**src/cpu_params.svh**
```systemverilog
`ifndef CPU_PARAMS_SVH
`define CPU_PARAMS_SVH

// width of the registers, the ALU and both memory data buses
`define CPU_DATA_WIDTH 32

// width of the memory address bus and of the program counter
`define CPU_ADDR_WIDTH 32

// number of general registers, each with its own flag
`define CPU_REG_COUNT 8

// bits needed to select one register
`define CPU_REG_INDEX_WIDTH 3

// immediate carried in the upper half of an ALU-form word
`define CPU_IMM_WIDTH 16

// jump target field of a jump-form word
`define CPU_TARGET_WIDTH 23

`endif

```
**src/cpu_core_pkg.sv**
```systemverilog
package cpu_core_pkg;

    // every instruction spends one cycle in each state, in this order
    //
    // FETCH    address bus carries the pc, memory samples it
    // LATCH    memory returns the word, the instruction register takes it
    // EXECUTE  writeback, store and pc update all land at the end
    typedef enum logic [1:0] {
        FETCH   = 2'd0,
        LATCH   = 2'd1,
        EXECUTE = 2'd2
    } cycle_state_e;

endpackage

```
**src/cpu_isa_pkg.sv**
```systemverilog
package cpu_isa_pkg;

    `include "cpu_params.svh"

    // one opcode space shared by both instruction forms
    typedef enum logic [5:0] {
        NOP   = 6'd0,
        ADD   = 6'd1,
        SUB   = 6'd2,
        AND   = 6'd3,
        OR    = 6'd4,
        XOR   = 6'd5,
        LOADI = 6'd6,
        STORE = 6'd7,
        CMPLT = 6'd8,
        JUMP  = 6'd9,
        JUMPF = 6'd10
    } opcode_e;

    // register and immediate form, used by the ALU opcodes and STORE
    typedef struct packed {
        logic [`CPU_IMM_WIDTH-1:0]       value;
        logic                            highlow;
        logic [`CPU_REG_INDEX_WIDTH-1:0] dest;
        logic [`CPU_REG_INDEX_WIDTH-1:0] src_b;
        logic [`CPU_REG_INDEX_WIDTH-1:0] src_a;
        opcode_e                         opcode;
    } alu_instr_t;

    // control transfer form
    // flag_sel overlays src_a so the flag port and read port a share bits
    typedef struct packed {
        logic [`CPU_TARGET_WIDTH-1:0]    target;
        logic [`CPU_REG_INDEX_WIDTH-1:0] flag_sel;
        opcode_e                         opcode;
    } jump_instr_t;

    // the fetched word, viewed in whichever form its opcode calls for
    typedef union packed {
        alu_instr_t  alu;
        jump_instr_t jump;
    } instr_u;

endpackage

```
**src/cpu.sv**
```systemverilog
`timescale 1ns/1ns

`include "cpu_params.svh"

module cpu
    import cpu_isa_pkg::*;
(
    input  logic                       clock,
    input  logic                       reset,

    // single-port memory, rw high reads and rw low writes
    input  logic [`CPU_DATA_WIDTH-1:0] data_in,
    output logic [`CPU_DATA_WIDTH-1:0] data_out,
    output logic [`CPU_ADDR_WIDTH-1:0] address,
    output logic                       rw
);

    instr_u                          instruction;
    logic                            execute_phase;
    logic                            jump_taken;
    logic [`CPU_ADDR_WIDTH-1:0]      jump_target;
    logic                            store_active;
    logic [`CPU_ADDR_WIDTH-1:0]      store_address;

    logic [`CPU_REG_INDEX_WIDTH-1:0] read_a_index;
    logic [`CPU_REG_INDEX_WIDTH-1:0] read_b_index;
    logic [`CPU_REG_INDEX_WIDTH-1:0] flag_index;
    logic [`CPU_DATA_WIDTH-1:0]      read_a_data;
    logic [`CPU_DATA_WIDTH-1:0]      read_b_data;
    logic                            flag_data;
    logic                            write_enable;
    logic [`CPU_REG_INDEX_WIDTH-1:0] write_index;
    logic [`CPU_DATA_WIDTH-1:0]      write_data;
    logic                            write_flag;

    cpu_fetch i_fetch (
        .clock         (clock),
        .reset         (reset),
        .data_in       (data_in),
        .jump_taken    (jump_taken),
        .jump_target   (jump_target),
        .store_active  (store_active),
        .store_address (store_address),
        .instruction   (instruction),
        .execute_phase (execute_phase),
        .address       (address),
        .rw            (rw)
    );

    cpu_regfile i_regfile (
        .clock        (clock),
        .reset        (reset),
        .read_a_index (read_a_index),
        .read_b_index (read_b_index),
        .flag_index   (flag_index),
        .read_a_data  (read_a_data),
        .read_b_data  (read_b_data),
        .flag_data    (flag_data),
        .write_enable (write_enable),
        .write_index  (write_index),
        .write_data   (write_data),
        .write_flag   (write_flag)
    );

    cpu_execute i_execute (
        .instruction   (instruction),
        .execute_phase (execute_phase),
        .read_a_index  (read_a_index),
        .read_b_index  (read_b_index),
        .flag_index    (flag_index),
        .read_a_data   (read_a_data),
        .read_b_data   (read_b_data),
        .flag_data     (flag_data),
        .write_enable  (write_enable),
        .write_index   (write_index),
        .write_data    (write_data),
        .write_flag    (write_flag),
        .jump_taken    (jump_taken),
        .jump_target   (jump_target),
        .store_active  (store_active),
        .store_address (store_address),
        .data_out      (data_out)
    );

endmodule

```
**src/cpu_execute.sv**
```systemverilog
`timescale 1ns/1ns

`include "cpu_params.svh"

module cpu_execute
    import cpu_isa_pkg::*;
(
    input  instr_u                          instruction,
    input  logic                            execute_phase,

    // register file read side
    output logic [`CPU_REG_INDEX_WIDTH-1:0] read_a_index,
    output logic [`CPU_REG_INDEX_WIDTH-1:0] read_b_index,
    output logic [`CPU_REG_INDEX_WIDTH-1:0] flag_index,
    input  logic [`CPU_DATA_WIDTH-1:0]      read_a_data,
    input  logic [`CPU_DATA_WIDTH-1:0]      read_b_data,
    input  logic                            flag_data,

    // register file write side
    output logic                            write_enable,
    output logic [`CPU_REG_INDEX_WIDTH-1:0] write_index,
    output logic [`CPU_DATA_WIDTH-1:0]      write_data,
    output logic                            write_flag,

    // control back to the sequencer
    output logic                            jump_taken,
    output logic [`CPU_ADDR_WIDTH-1:0]      jump_target,
    output logic                            store_active,
    output logic [`CPU_ADDR_WIDTH-1:0]      store_address,

    output logic [`CPU_DATA_WIDTH-1:0]      data_out
);

    alu_instr_t                 alu;
    jump_instr_t                jmp;
    opcode_e                    opcode;
    logic [`CPU_DATA_WIDTH:0]   sum;
    logic [`CPU_DATA_WIDTH:0]   diff;
    logic [`CPU_DATA_WIDTH-1:0] imm;
    logic                       less;
    logic [`CPU_DATA_WIDTH-1:0] result;
    logic                       result_flag;
    logic                       writes_reg;

    assign alu    = instruction.alu;
    assign jmp    = instruction.jump;
    // opcode sits in the same bits in both forms
    assign opcode = alu.opcode;

    assign read_a_index = alu.src_a;
    assign read_b_index = alu.src_b;
    assign flag_index   = jmp.flag_sel;

    // top bit of each extended result is the carry or the borrow
    assign sum  = {1'b0, read_a_data} + {1'b0, read_b_data};
    assign diff = {1'b0, read_a_data} - {1'b0, read_b_data};
    assign less = (read_a_data < read_b_data);

    // highlow puts the immediate in the upper half
    assign imm = alu.highlow ? {alu.value, {`CPU_IMM_WIDTH{1'b0}}}
                             : {{`CPU_IMM_WIDTH{1'b0}}, alu.value};

    always_comb
    begin
        result      = '0;
        result_flag = 1'b0;
        writes_reg  = 1'b1;
        case (opcode)
            ADD:
            begin
                result      = sum[`CPU_DATA_WIDTH-1:0];
                result_flag = sum[`CPU_DATA_WIDTH];
            end
            SUB:
            begin
                result      = diff[`CPU_DATA_WIDTH-1:0];
                result_flag = diff[`CPU_DATA_WIDTH];
            end
            AND:
            begin
                result      = read_a_data & read_b_data;
                result_flag = (result == '0);
            end
            OR:
            begin
                result      = read_a_data | read_b_data;
                result_flag = (result == '0);
            end
            XOR:
            begin
                result      = read_a_data ^ read_b_data;
                result_flag = (result == '0);
            end
            LOADI:  result = imm;
            CMPLT:
            begin
                result      = {{(`CPU_DATA_WIDTH-1){1'b0}}, less};
                result_flag = less;
            end
            // NOP, STORE and both jumps leave the registers alone
            default: writes_reg = 1'b0;
        endcase
    end

    assign write_enable = execute_phase & writes_reg;
    assign write_index  = alu.dest;
    assign write_data   = result;
    assign write_flag   = result_flag;

    assign jump_taken  = execute_phase &
                         ((opcode == JUMP) | ((opcode == JUMPF) & flag_data));
    assign jump_target = {{(`CPU_ADDR_WIDTH-`CPU_TARGET_WIDTH){1'b0}}, jmp.target};

    // store writes register a to the address in register b
    assign store_active  = execute_phase & (opcode == STORE);
    assign store_address = read_b_data;
    assign data_out      = store_active ? read_a_data : '0;

endmodule

```
**src/cpu_fetch.sv**
```systemverilog
`timescale 1ns/1ns

`include "cpu_params.svh"

module cpu_fetch
    import cpu_isa_pkg::*;
    import cpu_core_pkg::*;
(
    input  logic                       clock,
    input  logic                       reset,

    // memory read data, one cycle after the address
    input  logic [`CPU_DATA_WIDTH-1:0] data_in,

    // redirect and store requests from the execute unit
    input  logic                       jump_taken,
    input  logic [`CPU_ADDR_WIDTH-1:0] jump_target,
    input  logic                       store_active,
    input  logic [`CPU_ADDR_WIDTH-1:0] store_address,

    output instr_u                     instruction,
    output logic                       execute_phase,

    // memory address and direction, rw high is a read
    output logic [`CPU_ADDR_WIDTH-1:0] address,
    output logic                       rw
);

    cycle_state_e               state;
    cycle_state_e               state_next;
    logic [`CPU_ADDR_WIDTH-1:0] pc;
    logic [`CPU_ADDR_WIDTH-1:0] pc_next;

    // fixed three-step rotation, nothing ever stalls it
    always_comb
    begin
        case (state)
            FETCH:   state_next = LATCH;
            LATCH:   state_next = EXECUTE;
            EXECUTE: state_next = FETCH;
            default: state_next = FETCH;
        endcase
    end

    always_ff @(posedge clock)
    begin
        if (reset)
        begin
            state <= FETCH;
        end
        else
        begin
            state <= state_next;
        end
    end

    // word arriving during LATCH belongs to the address of the last FETCH
    always_ff @(posedge clock)
    begin
        if (reset)
        begin
            instruction <= '0;
        end
        else if (state == LATCH)
        begin
            instruction <= data_in;
        end
    end

    assign pc_next = jump_taken ? jump_target : pc + `CPU_ADDR_WIDTH'(1);

    always_ff @(posedge clock)
    begin
        if (reset)
        begin
            pc <= '0;
        end
        else if (state == EXECUTE)
        begin
            pc <= pc_next;
        end
    end

    assign execute_phase = (state == EXECUTE);

    // store_active only rises in EXECUTE, so the bus carries the pc otherwise
    assign address = store_active ? store_address : pc;
    assign rw      = ~store_active;

endmodule

```
**src/cpu_regfile.sv**
```systemverilog
`timescale 1ns/1ns

`include "cpu_params.svh"

module cpu_regfile (
    input  logic                           clock,
    input  logic                           reset,

    // two data read ports and one flag read port, all combinational
    input  logic [`CPU_REG_INDEX_WIDTH-1:0] read_a_index,
    input  logic [`CPU_REG_INDEX_WIDTH-1:0] read_b_index,
    input  logic [`CPU_REG_INDEX_WIDTH-1:0] flag_index,
    output logic [`CPU_DATA_WIDTH-1:0]      read_a_data,
    output logic [`CPU_DATA_WIDTH-1:0]      read_b_data,
    output logic                            flag_data,

    // register and its flag are written together
    input  logic                            write_enable,
    input  logic [`CPU_REG_INDEX_WIDTH-1:0] write_index,
    input  logic [`CPU_DATA_WIDTH-1:0]      write_data,
    input  logic                            write_flag
);

    logic [`CPU_DATA_WIDTH-1:0] regs  [`CPU_REG_COUNT];
    logic                       flags [`CPU_REG_COUNT];

    // the programs rely on a known all-zero register state after reset
    always_ff @(posedge clock)
    begin
        if (reset)
        begin
            for (int i = 0; i < `CPU_REG_COUNT; i++)
            begin
                regs[i]  <= '0;
                flags[i] <= 1'b0;
            end
        end
        else if (write_enable)
        begin
            regs[write_index]  <= write_data;
            flags[write_index] <= write_flag;
        end
    end

    // no bypass, a write is seen by reads from the next cycle on
    assign read_a_data = regs[read_a_index];
    assign read_b_data = regs[read_b_index];
    assign flag_data   = flags[flag_index];

endmodule

```
**config.mk**
```make
export PLATFORM = sky130hd
export DESIGN_NAME = cpu
export DESIGN_NICKNAME = d
export VERILOG_FILES = /design/src/cpu_core_pkg.sv /design/src/cpu_isa_pkg.sv /design/src/cpu.sv /design/src/cpu_execute.sv /design/src/cpu_fetch.sv /design/src/cpu_regfile.sv
export VERILOG_INCLUDE_DIRS = /design/src
export SDC_FILE = /design/constraint.sdc
export NUM_CORES = 1
export LEC_CHECK = 0
export ABC_AREA = 1
export ABC_CLOCK_PERIOD_IN_PS = 7500
export BUFFER_PORTS_ARGS = -buffer_cell sky130_fd_sc_hd__buf_2
export CORE_UTILIZATION = 55
export CTS_CLUSTER_SIZE = 16
export DETAILED_ROUTE_END_ITERATION = 8
export PLACE_DENSITY_LB_ADDON = 0.1
export SLEW_MARGIN = 20
export SYNTH_ARGS = -nofsm -noshare
export SYNTH_HDL_FRONTEND = slang
export SYNTH_HIERARCHICAL = 1
export SYNTH_SLANG_ARGS = --single-unit
```
**constraint.sdc**
```tcl
create_clock -name clock -period 7.5 [get_ports clock]
set_clock_uncertainty 0.15 [all_clocks]
set_input_delay 0 -clock clock [delete_from_list [all_inputs] [get_ports clock]]
set_output_delay 0 -clock clock [all_outputs]
set_load 0.005 [all_outputs]
```
Yosys cells after proc, flatten, opt, wreduce, memory -nomap -nowiden --
Memory sizes are Yosys's and may differ from the RTL's. A register that Yosys moved wholly into a read port is not among the register bits. Index checks and enable logic that the tools add are counted.
Cells by class: $add $sub $neg 3, magnitude comparators 1, eq/ne operators 12, mux-type cells 25, bitwise operators 9, reduce and logical (&&, ||, !) cells 7
Operators with widths (count):
- $pmux W32 S7 | 1
- $mux W32 | 5
- $logic_not A32 Y1 | 3
- $add A32 B32 Y33 | 1
- $sub A32 B32 Y33 | 1
- $add A32 B1 Y32 const B | 1
- $and A32 B32 Y32 | 1
- $lt A32 B32 Y1 | 1
- $or A32 B32 Y32 | 1
- $reduce_or A32 Y1 | 1
- $xor A32 B32 Y32 | 1
- $eq A6 B3 Y1 const B | 4
- $mux W3 | 8
- $eq A6 B4 Y1 const B | 3
- $eq A6 B2 Y1 const B | 2
- $mux W1 | 9
- $reduce_or A7 Y1 | 1
- $eq A6 B1 Y1 const B | 1
- $pmux W1 S6 | 1
- $and A1 B1 Y1 | 4
- $pmux W2 S2 | 1
- $eq A2 B1 Y1 const B | 1
- $eq A2 B2 Y1 const B | 1
- $logic_not A2 Y1 | 1
- 3 further kinds | 3
Storage, ports and cells: register bits 66, memory bits (writable) 264, input bits 34, output and inout port bits 65, logic and storage cells 62, memories 2
Memory list:
- i_regfile.regs | depth 8, width 32, read ports 2, clocked after Yosys merged registers in 2, write ports 8, RTL line cpu_regfile.sv:24 | logic [`CPU_DATA_WIDTH-1:0] regs [`CPU_REG_COUNT];
- i_regfile.flags | depth 8, width 1, read ports 1, clocked after Yosys merged registers in 1, write ports 8, RTL line cpu_regfile.sv:25 | logic flags [`CPU_REG_COUNT];

Longest topological paths before layout --
word-level depth 9, depth in mapped cells 28, gate-level depth less buffers 24

Cells and area by module --
Netlist, hierarchy kept.
By module, submodules not included:
- cpu_regfile | instances 1, cells an instance 2087, area each 15408.5 um^2, seq. area each 7927.6 um^2
- cpu_execute | instances 1, cells an instance 1533, area each 7702.4 um^2, seq. area each 0.0 um^2
- cpu_fetch | instances 1, cells an instance 657, area each 3872.5 um^2, seq. area each 1321.3 um^2

Worst setup path before layout --
OpenSTA, ideal clock, no wires.
path kind reg-to-reg, from register i_fetch/instruction[7] (netlist name), to memory i_regfile.flags[0], data pin, library setup time 0.259 ns, arrival 2.745 ns, required time 7.091 ns, path slack 4.346 ns, cell stages (with the launch flop) 25, path buffers 2, period minus slack after synthesis 3.154 ns, path through dfxtp_1 -> buf_4 -> inv_2 -> clkbuf_1 -> nand3_1 -> nand2_1 -> nand2_1 -> nand2_1 -> inv_1 -> ha_1 -> fa_1 -> nor2_1 -> nand2_1 -> nand2_1 -> nand2_1 -> nand2_2 -> nand2_1 -> nand2_1 -> nand2_1 -> nand3_1 -> nand2_1 -> inv_1 -> nand2_1 -> inv_1 -> nor2_1
RTL lines (RTL line):
- end, declared | cpu_regfile.sv:25

==> key figures <==
Run status
  – Result of the run: complete, no violations

GRT
  – Total Routing Usage GR: 43.89%
  – Largest net degree at the start of global routing: 95
  – GR Overflow Total: 0
  – Global routing met2 resource utilization: 65.71%
  – Met3 Use GR: about a tenth
  – Top Usage Layer GRT: met2
  – Initial antenna violation count: 5
  – Grt met1 use: 57.49%
  – Vias in the first global route: about 26,000
  – First-pass GRT wire length: ~160 mm

Routing
  – Via density: around 5.8
  – Routed Antenna Nets: 0
  – Final wirelength: roughly 110 mm
  – Total number of vias: 28,020
  – Wire per inst: 22.68 um
  – Pre-antenna DRT Iters: 8
  – 1st-iter DRT viols: between 3,000 and 4,000
  – DRC: 0

Final layout
  – Most common cell after layout, fill and taps aside: nand2_1
  – Layout cells sized above 1: about 6.4%
  – Fillers: ~4,800
  – Final #Nets: about 4,400
  – Synth-to-Final Area Change: 5.856%
  – Finished layout cell area: between 0.02 and 0.03 mm^2
  – Most frequent cells in the layout: nand2_1, inv_1, nor2_1, nand3_1, edfxtp_1

Critical path
  – CP max stage delay: about 770 ps
  – RR Startpoint: i_fetch/instruction[6]
  – Critical Path AT: between 5000 and 6000 ps
  – FF-to-FF path depth: 21
  – Worst Path Required: about 7600 ps
  – WP buf/inv: 5
  – Crit end category: register
  – Startpoint types: register
  – Critical path startpoint: i_fetch/instruction[6]
  – RR Endpoint: i_regfile/regs[1][30]
  – Top delay family on crit path: simple AND/OR/NAND/NOR gates
  – R2r setup slk: ~1900 ps
  – CP max stage cell: inv_4
  – Critical-path cell list: inv_4 > buf_4 > nand2_1 > nand3_1 > nand2_1 > nand2_1 > nand2_1 > inv_1 > ha_1 > nor2_1 > nand2_1 > inv_1 > nand2_1 > nand3_1 > nand2_1 > nand2_1 > nand2_1 > nand3_1 > nand3_1 > inv_1 > nor2_1
  – CP max FO: between 80 and 90
  – Setup CP Type: register to register
  – Most used cell, CP: nand2_1

Power
  – Clk pwr share: 28.8%
  – Flop pwr share: a little under a third
  – Static Leak: roughly 14 nW
  – Switching component of the power: between 2 and 3 mW
  – Logic pwr share: about two fifths
  – PD cells: approximately 240 mW/mm^2
  – P_int: slightly below 4 mW
  – Pwr Total: ~6.8 mW
  – VDD IR max: between 0.0002 and 0.00025 V
  – Switching portion of total power: a little over two fifths

Logic synthesis
  – Compound-Gate Fraction of Synth Area: between 6 and 7%
  – Synth Area in Adders: around 4.6%
  – Register area share after synthesis: 34.28%
  – Mapped Cells: between 4,000 and 5,000
  – Combinational family with the most area after synthesis: simple AND/OR/NAND/NOR gates
  – Unique masters post-synth: 46
  – Post-synthesis xor/xnor area fraction: less than 1%
  – Multiplexer share of the synthesized area: 0%
  – Synth Area in Simple Gates: just under 40%
  – Netlist Area Pre-Place: about 0.027 mm^2
  – Syn avg cell area: between 6 and 7 um^2
  – #FFs+latches synth: 330
  – Synthesis Warnings: 6

STA
  – Unrepaired setup endpoints after global routing: no
  – Final setup vio count: 0
  – Crit share post-route: between 70% and 80%
  – Post-route minimum period: between 5000 and 6000 ps
  – Slew Limit Fails: 0
  – Tightest Pin Transition: between 1000 and 1500 ps
  – Final setup TNS: 0 ps
  – Hold Vio Cnt, Final: 0
  – Max-slew headroom: between 20% and 30%
  – F_max: between 150 and 200 MHz
  – Final worst setup slack: between 1500 and 2000 ps

Die
  – Die width: around 220 um
  – Starting Density: a little under three fifths
  – I/O Pins: 99
  – Core area: 0.04805 mm^2
  – Row cnt: 80
  – Die area: 0.04995 mm^2
  – Die Y: 223.5 um

Place
  – HPWL Detailed: roughly 76 mm
  – Port buffer count: 98
  – Placer Congestion: 1.132
  – Dpl cell area: between 0.02 and 0.03 mm^2
  – Pre-CTS setup slack: ~2200 ps

Job
  – Max_cap viols: 0

Hold path
  – Hold endpoint: i_fetch/instruction[30]
  – Hold Path Depth: 4
  – HP Class: input pin to register
  – Startpoint of the worst hold path: data_in[30]

Clock tree
  – Setup bufs post-CTS: 0
  – Cts repair resizes: 0
  – Clock Latency Late Sink: between 500 and 600 ps
  – Max clock buf depth: 3
  – CTS clk-pin slew, worst paths: about 60 ps
  – Root buf cell: clkbuf_16
  – CTS tree: built
  – Htree depth: 2
  – CTS Sinks: 330
  – Cts bufs inserted: 40
==> metal layers <==
layer | wire length, um | part of all wire, % | vias to the layer above
li1 | - | - | 13030
met2 | 46440 | 42 | 1852
met1 | 41960 | 38 | 12700
met5 | 41 | 0.037 | -
met3 | 13830 | 13 | 422
met4 | 8153 | 7.4 | 8
==> worst max-delay path by stage <==
| stage | end | slack (ps) | depth (start not counted) |
|---|---|---|---|
| floorplan | i_regfile/flags[0] | 4350 | 24 |
| global placement | i_regfile/regs[0][30] | 2190 | 21 |
| detailed placement | i_regfile/regs[1][30] | 2170 | 21 |
| CTS | i_regfile/regs[1][30] | 2170 | 21 |
| global route | i_regfile/regs[0][30] | 1710 | 21 |
| finish | i_regfile/regs[1][30] | 1940 | 21 |
==> flip-flops by register name, indices dropped and copies added (netlist names) <==
register and count:
i_fetch/state 2, i_fetch/instruction 32, i_regfile/regs 256, i_fetch/pc 32, i_regfile/flags 8
==> cell families (layout without fill, tap and decap cells) <==
family / Yosys count / in the layout
AND/OR/NAND/NOR: 2599 / 2599
buffers and inverters: 946 / 914
flip-flops: 330 / 330
AO/OA/AOI/OAI: 299 / 299
adder cells (fa/ha/maj): 99 / 99
XOR/XNOR: 3 / 3
other: 1 / 10
==> tightest hold or removal path, cell delays in order <==
cell and delay [ps]:
dlygate4sd3_1 510, buf_2 90, o21ai_0 70, nor2_1 90
==> power by group through the flow <==
stage	logic [mW]	clock network [mW]	registers [mW]
2_1_floorplan	1.80	0	2.10
3_3_place_gp	2.60	0	2.15
3_5_place_dp	2.58	0	2.15
4_1_cts	2.61	1.97	2.11
5_1_grt	2.91	2.03	2.12
6_report	2.72	1.95	2.12
==> cell usage after synthesis (all sizes together) <==
| cell | instances | area share [%] |
|---|---|---|
| nand4 | 24 | 0.56 |
| buf | 221 | 5.5 |
| ha | 97 | 4.5 |
| nand3 | 419 | 7.8 |
| a21oi | 126 | 2.4 |
| xor2 | 3 | 0.097 |
| nor3 | 11 | 0.24 |
| o211ai | 1 | 0.028 |
| or2 | 1 | 0.023 |
| a221oi | 6 | 0.19 |
| nor4 | 3 | 0.093 |
| o31ai | 3 | 0.083 |
| and3 | 2 | 0.046 |
| nand2 | 1568 | 22 |
| o21bai | 6 | 0.17 |
| o21ai | 116 | 2.2 |
| nor2 | 569 | 8.4 |
| clkbuf | 49 | 0.72 |
| inv | 675 | 9.4 |
| nand3b | 2 | 0.056 |
| o21a | 1 | 0.028 |
| conb | 1 | 0.014 |
| o221ai | 12 | 0.39 |
| a211oi | 4 | 0.11 |
| edfxtp | 264 | 29 |
| o22ai | 20 | 0.46 |
| a32oi | 1 | 0.032 |
| dfxtp | 66 | 4.9 |
| o2111ai | 3 | 0.097 |
| clkinv | 1 | 0.014 |
| fa | 2 | 0.15 |
==> area by class of cell <==
type	count	area, um^2	area share (%)
well taps	615	769.5	2.694
multi-input cells	3009	13590	47.57
inverters	676	2544	8.905
clock buffers	51	1105	3.868
clock inverters	22	220.2	0.7709
flip-flops and latches	330	9260	32.42
diodes	1	2.502	0.008761
repair buffers	165	1076	3.767
==> stage by stage <==
stage / utilization, % / hold slack, ps / instances
2_1_floorplan: - / -71.53 / 4285
3_3_place_gp: 56.00 / 99.16 / 4762
3_5_place_dp: 56.00 / 111.8 / 4762
4_1_cts: 59.45 / 50.54 / 4868
5_1_grt: 59.45 / 100.4 / 4868
6_report: 59.45 / 69.12 / 4869
==> what timing repair did <==
item	CTS	global route
endpoints found under the setup margin	0	0
hold buffers	33	0
hold endpoints to repair	63	0
(Power assumes the default switching activity.)
